==> src/common/cpuPkg.sv <==
package cpuPkg;

	localparam int IMEM_DEPTH = 128;
	localparam int DMEM_DEPTH = 256;
	localparam int NUM_REGS   = 32;
	localparam int HEX_DIGITS = 4;

	typedef logic [15:0] word_t;
	typedef logic [31:0] instr_t;
	typedef logic [6:0]  pcAddr_t;
	typedef logic [4:0]  regIdx_t;
	typedef logic [7:0]  memAddr_t;

	typedef enum logic [3:0] {
		OP_NOP   = 4'd0,
		OP_ADD   = 4'd1,
		OP_SUB   = 4'd2,
		OP_AND   = 4'd3,
		OP_OR    = 4'd4,
		OP_XOR   = 4'd5,
		OP_SLT   = 4'd6,
		OP_SHL   = 4'd7,
		OP_JMP   = 4'd8,
		OP_STORE = 4'd10,
		OP_LOAD  = 4'd11,
		OP_LDI   = 4'd12,
		OP_BNZ   = 4'd13
	} opcode_e;

	// same codes as the ALU opcodes
	typedef enum logic [2:0] {
		ALU_ADD = 3'd1,
		ALU_SUB = 3'd2,
		ALU_AND = 3'd3,
		ALU_OR  = 3'd4,
		ALU_XOR = 3'd5,
		ALU_SLT = 3'd6,
		ALU_SHL = 3'd7
	} aluFunc_e;

	typedef struct packed {
		opcode_e opcode;
		logic    spare;
		regIdx_t rd;
		regIdx_t rs;
		logic    useImm;
		word_t   imm;
	} instrFields_t;

	typedef struct packed {
		aluFunc_e aluFunc;
		logic     useImm;
		logic     regWrite;
		logic     memRead;
		logic     memWrite;
		logic     loadImm;
		logic     jump;
		logic     branchNz;
		logic     setFlags;
	} ctrl_t;

	typedef struct packed {
		logic zero;
		logic negative;
		logic carry;
		logic overflow;
	} flags_t;

	typedef struct packed {
		logic    we;
		pcAddr_t addr;
		instr_t  data;
	} progWrite_t;

	typedef struct packed {
		logic    valid;
		regIdx_t dest;
		word_t   data;
	} writeBack_t;

endpackage

==> src/logic/hexDisplay.sv <==
`timescale 1ns/10ps

module hexDisplay (
	input  logic                                 clk,
	input  logic                                 rst,
	input  cpuPkg::writeBack_t                   wb,
	output logic [cpuPkg::HEX_DIGITS-1:0][6:0]   hex
);
	import cpuPkg::*;

	// active low with bit 6 as segment g
	function automatic logic [6:0] segOf(input logic [3:0] nib);
		case (nib)
			4'h0: return 7'b1000000;
			4'h1: return 7'b1111001;
			4'h2: return 7'b0100100;
			4'h3: return 7'b0110000;
			4'h4: return 7'b0011001;
			4'h5: return 7'b0010010;
			4'h6: return 7'b0000010;
			4'h7: return 7'b1111000;
			4'h8: return 7'b0000000;
			4'h9: return 7'b0010000;
			4'hA: return 7'b0001000;
			4'hB: return 7'b0000011;
			4'hC: return 7'b1000110;
			4'hD: return 7'b0100001;
			4'hE: return 7'b0000110;
			default: return 7'b0001110;
		endcase
	endfunction

	always_ff @(posedge clk) begin
		if (!rst) begin
			for (int i = 0; i < HEX_DIGITS; i++) begin
				hex[i] <= segOf(4'h0);
			end
		end else if (wb.valid) begin
			for (int i = 0; i < HEX_DIGITS; i++) begin
				hex[i] <= segOf(wb.data[i*4 +: 4]);
			end
		end
	end

endmodule

==> config.mk <==
export PLATFORM = sky130hd
export DESIGN_NAME = hexDisplay
export DESIGN_NICKNAME = d
export VERILOG_FILES = /design/src/common/cpuPkg.sv /design/src/logic/hexDisplay.sv
export SDC_FILE = /design/constraint.sdc
export NUM_CORES = 1
export LEC_CHECK = 0
export BUFFER_PORTS_ARGS = -buffer_cell sky130_fd_sc_hd__buf_2
export CAP_MARGIN = 0
export CORE_AREA = 5 5 72 74
export CTS_CLUSTER_DIAMETER = 150
export DETAILED_ROUTE_END_ITERATION = 8
export DIE_AREA = 0 0 77 79
export GPL_TIMING_DRIVEN = 0
export PLACE_DENSITY = 0.7
export SYNTH_ARGS = -nofsm -noshare
export SYNTH_HDL_FRONTEND = slang
export SYNTH_SLANG_ARGS = --single-unit
==> constraint.sdc <==
create_clock -name clk -period 1.15 [get_ports clk]
set_clock_uncertainty 0.05 [all_clocks]
set_input_delay 0.0575 -clock clk [delete_from_list [all_inputs] [get_ports clk]]
set_output_delay 0.0575 -clock clk [all_outputs]
set_load 0.02 [all_outputs]
==> reports/results.txt, run 1 <==
HP Class: in -> reg
Syn Std Cell Area: 0.00204 mm²
Clock power share: 0.266
Share of layout cells above drive strength 1: 0.259
Slew HR: 0.740
Filler Cells Inserted: 439
Max FFs per register: 28
Hold EP: hex[15]
DP Wirelength: 3.59 mm
Detail Route Antenna Nets: 0
Row count: 25
Flop2flop setup slack: 0.24 ns
NetSw: 737 µW
Yosys cell types: 30
Status: completed
CTS Hold Bufs: 0
I/O pin total: 52
Registers with the most flip-flops: hex: 28 flops
Die Wd: 77 µm
Total power: 2.34 mW
Register area: 561 µm²
Worst EP required: 1.32 ns
Commonest non-fill, non-tap cell in the layout: buf_2
Mapped Cells: 234
Reg clk slew, reported paths: 0.10 ns
Vias in the first global route: 1796
CP peak stage delay: 0.47 ns
First-pass GRT wire length: 8.33 mm
GRT overflow: 0
CP cell instances: buf_2 -> inv_1 -> ha_1 -> mux4_2 -> a21oi_2
Reg with most FFs: hex
Synthesized Nets: 286
R2R Path Start: hex[27]
Footprint of the multi-input gates: 0.00131 mm²
Seq pwr share: 0.456
#FFs+latches synth: 28
Final #Nets: 331
Bufs on Longest Clock Path: 2
Reg2reg end: hex[27]
Nature of the critical path endpoint: flip-flop
Avg Inst Size Synth: 8.70 µm²
Skew-Pair Late Insertion Delay: 0.27 ns
DRC violations left: 0
Antenna Cells: 0
Number of port buffers: 40
Routed via count: 1800
Hold Crit Depth: 3
Worst VDD drop: 0.509 mV
Slew @ Worst Pin: 0.390 ns
WL per Instance: 14.5 µm
Post-cts sizing count: 0
Starting Density: 0.449
Initial antenna violation count: 0
Final hold vios: 0
GP Congestion: 0.795
Initial DRC Count: 114
Maxcap violations: 0
Reg2Reg Depth: 2
Pwr per Cell Area: 993 mW/mm²
Buffer and inverter count on the worst path: 2
Critical path peak fanout: 7
Ys Warns: 0
DIE HEIGHT: 79 µm
Core Box Area: 0.00454 mm²
CTS tree: built
Utilization after layout: 0.520
Fmax: 929 MHz
Worst Hold Launch: wb[8]
Largest net degree at the start of global routing: 16
Total CTS buffers: 3
CP Launch Type: input pin
DR vias/cell: 5.42
Die footprint: 0.00608 mm²
Top delay family on crit path: multiplexers
Tmin final: 1.08 ns
Sequential-to-total area share from yosys stat: 0.275
Max-slew violations: 0
Area grow syn2layout: 15.9%
Clock root buffer: clkbuf_8
Most frequent cells in the layout: buf_2, ha_1, dfxtp_1, o21ai_0, a21oi_1
Combinational power share: 0.278
Post-CTS Setup Bufs: 0
Sw Share: 0.315
Crit path kind: in -> reg
Critical path's slowest cell: mux4_2
Setup-failing EPs final: 0
RSZ-0062 raised after global routing: false
GRT Overall Usage: 0.163
DRT Wirelength: 4.83 mm
TritonRoute pass-1 iters: 4
Leakage: 1.11 nW
Power Internal: 1.60 mW
Worst path arrival time: 1.24 ns
Sink Count: 28
Fin crit share: 0.936
Htree depth: 1
## layer usage
metal	global-route usage	share of wire	up-vias
met3	0.0317	0.075	2
met4	0.0464	0.0029	0
met5	0	0	-
met2	0.270	0.47	57
met1	0.215	0.45	820
li1	-	-	921
## layout make-up
cell class                 instances  area share
inverter                          12      0.0191
tap                               54      0.0286
buffer                            20      0.0515
sequential                        28       0.238
timing repair buffer              40      0.0849
clock buffer                       4      0.0233
multi-input combinational        174       0.555
## power by group through the flow
stage          registers [mW]  logic [mW]  clock network [mW]
6_report                 1.07       0.650               0.623
5_1_grt                  1.08       0.726               0.682
4_1_cts                  1.07       0.653               0.638
3_5_place_dp             1.09       0.649                   0
3_3_place_gp             1.09       0.641                   0
2_1_floorplan            1.17       0.362                   0
## tightest hold or removal path, delay by kind of cell
family	cells	cell delay, ns
AND/OR/NAND/NOR	1	0.07
buffers and inverters	1	0.14
AO/OA/AOI/OAI	1	0.07
## logic make-up (layout without fill, tap and decap cells)
family                     after synthesis  after routing  synth area share
AOI/OAI and AO/OA                       76             76             0.235
and+or+nand+nor                         53             53             0.141
buffers and inverters                   32             76            0.0817
adders and majority gates               28             28             0.172
DFF                                     28             28             0.275
muxes                                   17             17            0.0940
## through the flow
step / TNS (ns) / cell area, µm² / worst slack [ns] / hold WS (ns) / cells
after floorplan: 0 / 2040 / 0.0388 / 0.173 / 234
after global placement: -0.561 / 2300 / -0.200 / 0.347 / 328
after detailed placement: -0.753 / 2300 / -0.207 / 0.354 / 328
after CTS: 0 / 2360 / 0.0765 / 0.0554 / 332
after global routing: 0 / 2360 / 0.0189 / 0.0694 / 332
final: 0 / 2360 / 0.0740 / 0.0595 / 332
## cells in the mapped netlist
library cell,count,area share
and2b_1,1,0.0037
mux2i_1,9,0.044
nor2b_1,12,0.037
a31oi_1,5,0.015
nor2_1,11,0.020
a311o_1,4,0.020
o21ai_1,3,0.0074
inv_1,12,0.022
mux4_2,1,0.011
a21oi_1,19,0.047
o221ai_1,7,0.030
o2111a_1,1,0.0055
nand3b_1,11,0.041
o211a_1,1,0.0049
ha_1,28,0.17
o31ai_1,4,0.015
nand2_2,1,0.0031
dfxtp_1,28,0.28
a2bb2oi_1,3,0.013
buf_6,2,0.011
nand2b_1,1,0.0031
clkbuf_1,3,0.0055
a311oi_2,1,0.0074
nand2_1,9,0.017
buf_4,5,0.018
nand3_1,7,0.017
buf_2,10,0.025
a21oi_2,1,0.0043
mux2_2,7,0.039
o21ai_0,27,0.066
## how the worst max path moves through the flow
stage / to / from / cells after the start / slack [ns]
2_1_floorplan: hex[3] / wb[0] / 4 / 0.04
3_3_place_gp: hex[3] / wb[0] / 5 / -0.20
3_5_place_dp: hex[3] / wb[0] / 5 / -0.21
4_1_cts: hex[3] / wb[0] / 5 / 0.08
5_1_grt: hex[3] / wb[0] / 5 / 0.02
6_report: hex[3] / wb[0] / 5 / 0.07
No activity file was read; power rests on OpenSTA's default activity.
==> run 2, diff against run 1 <==
Settings changed: RECOVER_POWER set to 25.
==> run 2 against run 1 <==
Effect of this change:
- routed wire length is 0.12% lower
- total power hardly changed
- maximum frequency about the same
- design area down 0.32%
- final cell count did not move
- clock-buffer cell count stayed put
- register-to-register slack about the same
- sequential share of layout area rose by 0.076 points
- non-clock buffer count did not move
- global-route usage unchanged
- largest power group unchanged
- highest routed layer unchanged
==> reports/results.txt, run 2 (synthesized netlist as in run 1, its figures left out) <==
Status: completed
Reg2Reg Depth: 2 (unchanged)
Pwr per Cell Area: 996 mW/mm² (+0.30%)
Buffer and inverter count on the worst path: 2 (unchanged)
Total CTS buffers: 3 (unchanged)
Length of routed met2 wiring: 2.24 mm (-2.3%)
Footprint of the multi-input gates: 0.00131 mm² (unchanged)
Met1 WL: 2.19 mm (+1.6%)
Core Box Area: 0.00454 mm² (unchanged)
Reg clk slew, reported paths: 0.10 ns (about the same)
Registers with the most flip-flops: hex: 28 flops
R2R Path Start: hex[27]
Post-route cell area: 0.00235 mm² (-0.32%)
Post-cts sizing count: 0 (unchanged)
Setup WS post-layout: 0.0735 ns (-0.000510 ns)
DRC violations left: 0 (unchanged)
Initial DRC Count: 115 (+0.88%)
Clock root buffer: clkbuf_8
GRT Overall Usage: 0.163 (unchanged)
DR vias/cell: 5.44 (+0.33%)
Row count: 25 (unchanged)
Hold EP: hex[15]
Maxcap violations: 0 (unchanged)
Register area: 561 µm² (unchanged)
Routed via count: 1806 (+0.33%)
Starting Density: 0.449 (unchanged)
Hold Crit Depth: 3 (unchanged)
Skew-Pair Late Insertion Delay: 0.27 ns (about the same)
Tmin final: 1.08 ns (+0.000509 ns)
Fmax: 929 MHz (about the same)
Worst Hold Launch: wb[8]
DIE HEIGHT: 79 µm (unchanged)
Met3 wire length: 329 µm (-9.1%)
Reg with most FFs: hex
Bufs on Longest Clock Path: 2 (unchanged)
Setup-failing EPs final: 0 (unchanged)
Top delay family on crit path: multiplexers
Area grow syn2layout: 15.5%
Post-CTS Setup Bufs: 0 (unchanged)
Final #Nets: 331 (unchanged)
Slew @ Worst Pin: 0.426 ns (+0.0364 ns)
DRT Wirelength: 4.82 mm (-0.12%)
Die Wd: 77 µm (unchanged)
Reg2reg end: hex[27]
GRT overflow: 0 (unchanged)
Fin crit share: 0.936 (about the same)
Flop2flop setup slack: 0.24 ns (about the same)
WL per Instance: 14.5 µm (-0.12%)
Detail Route Antenna Nets: 0 (unchanged)
Worst path arrival time: 1.24 ns (about the same)
Area post-placement: 0.00230 mm² (unchanged)
Number of port buffers: 40 (unchanged)
Antenna Cells: 0 (unchanged)
DP Wirelength: 3.59 mm (unchanged)
CTS Hold Bufs: 0 (unchanged)
Worst VDD drop: 0.505 mV (-0.66%)
Max layer used: met4
Largest net degree at the start of global routing: 16 (unchanged)
Max FFs per register: 28 (unchanged)
Vias in the first global route: 1796 (unchanged)
Post-placement setup slack: -0.207 ns (unchanged)
Filler Cells Inserted: 443 (+0.91%)
RSZ-0062 raised after global routing: false
Initial antenna violation count: 0 (unchanged)
Most frequent cells in the layout: buf_2, ha_1, dfxtp_1, o21ai_0, a21oi_1
TritonRoute pass-1 iters: 4 (unchanged)
First-pass GRT wire length: 8.33 mm (unchanged)
CP cell instances: buf_2 -> inv_1 -> ha_1 -> mux4_2 -> a21oi_2
CP Launch Type: input pin
Critical path peak fanout: 7 (unchanged)
Nature of the critical path endpoint: flip-flop
GP Congestion: 0.795 (unchanged)
CP peak stage delay: 0.47 ns (about the same)
Htree depth: 1 (unchanged)
Commonest non-fill, non-tap cell in the layout: buf_2
Sink Count: 28 (unchanged)
HP Class: in -> reg
Crit path kind: in -> reg
I/O pin total: 52 (unchanged)
Slew HR: 0.716 (-0.0243)
Critical path's slowest cell: mux4_2
Die footprint: 0.00608 mm² (unchanged)
Max-slew violations: 0 (unchanged)
Worst EP required: 1.32 ns (about the same)
Leakage: 1.09 nW (-1.8%)
CTS tree: built
Share of layout cells above drive strength 1: 0.237 (-0.0216)
Final hold vios: 0 (unchanged)
==> run 2: changes by cell type in the layout (fill, tap and decap cells not counted) <==
cell | previous run | this run
clkbuf_1 | 3 | 9
clkbuf_2 | 0 | 1
buf_2 | 50 | 43
==> run 2: cell type report <==
class                   count  area share
clock buffers               4      0.0234
inverters                  12      0.0192
well taps                  54      0.0287
plain buffers              20      0.0511
flip-flops and latches     28       0.238
multi-input cells         174       0.557
repair buffers             40      0.0825
==> run 2: routing by layer <==
layer  up-vias  global-route usage
met5         -                   0
li1        921                   -
met2        54               0.270
met3         5              0.0317
met4         0              0.0464
met1       826               0.215
==> run 2: through the flow <==
step                      hold slack (ns)  setup TNS, ns  instances  power, mW   util
after floorplan                     0.173              0        234       1.54      -
after global placement              0.347         -0.561        328       1.73  0.508
after detailed placement            0.354         -0.753        328       1.74  0.508
after CTS                          0.0554              0        332       2.36  0.520
after global routing               0.0694              0        332       2.48  0.518
final                              0.0585              0        332       2.34  0.518
==> run 2: report_power, final <==
part,internal [mW],total (mW),switching (mW)
Clock,0.307,0.625,0.318
Sequential,1.04,1.07,0.0312
Combinational,0.256,0.647,0.391
==> run 2: worst max path at each step <==
stage | from | endpoint | slack, ns | cells past startpoint
2_1_floorplan | wb[0] | hex[3] | 0.04 | 4
3_3_place_gp | wb[0] | hex[3] | -0.20 | 5
3_5_place_dp | wb[0] | hex[3] | -0.21 | 5
4_1_cts | wb[0] | hex[3] | 0.08 | 5
5_1_grt | wb[0] | hex[3] | 0.02 | 5
6_report | wb[0] | hex[3] | 0.07 | 5
==> run 2: worst reg2reg max path: cells and delay by family, from the launching register on <==
family | cells | cell delay, ns
AO/OA/AOI/OAI | 1 | 0.31
flip-flops | 1 | 0.33
AND/OR/NAND/NOR | 1 | 0.12
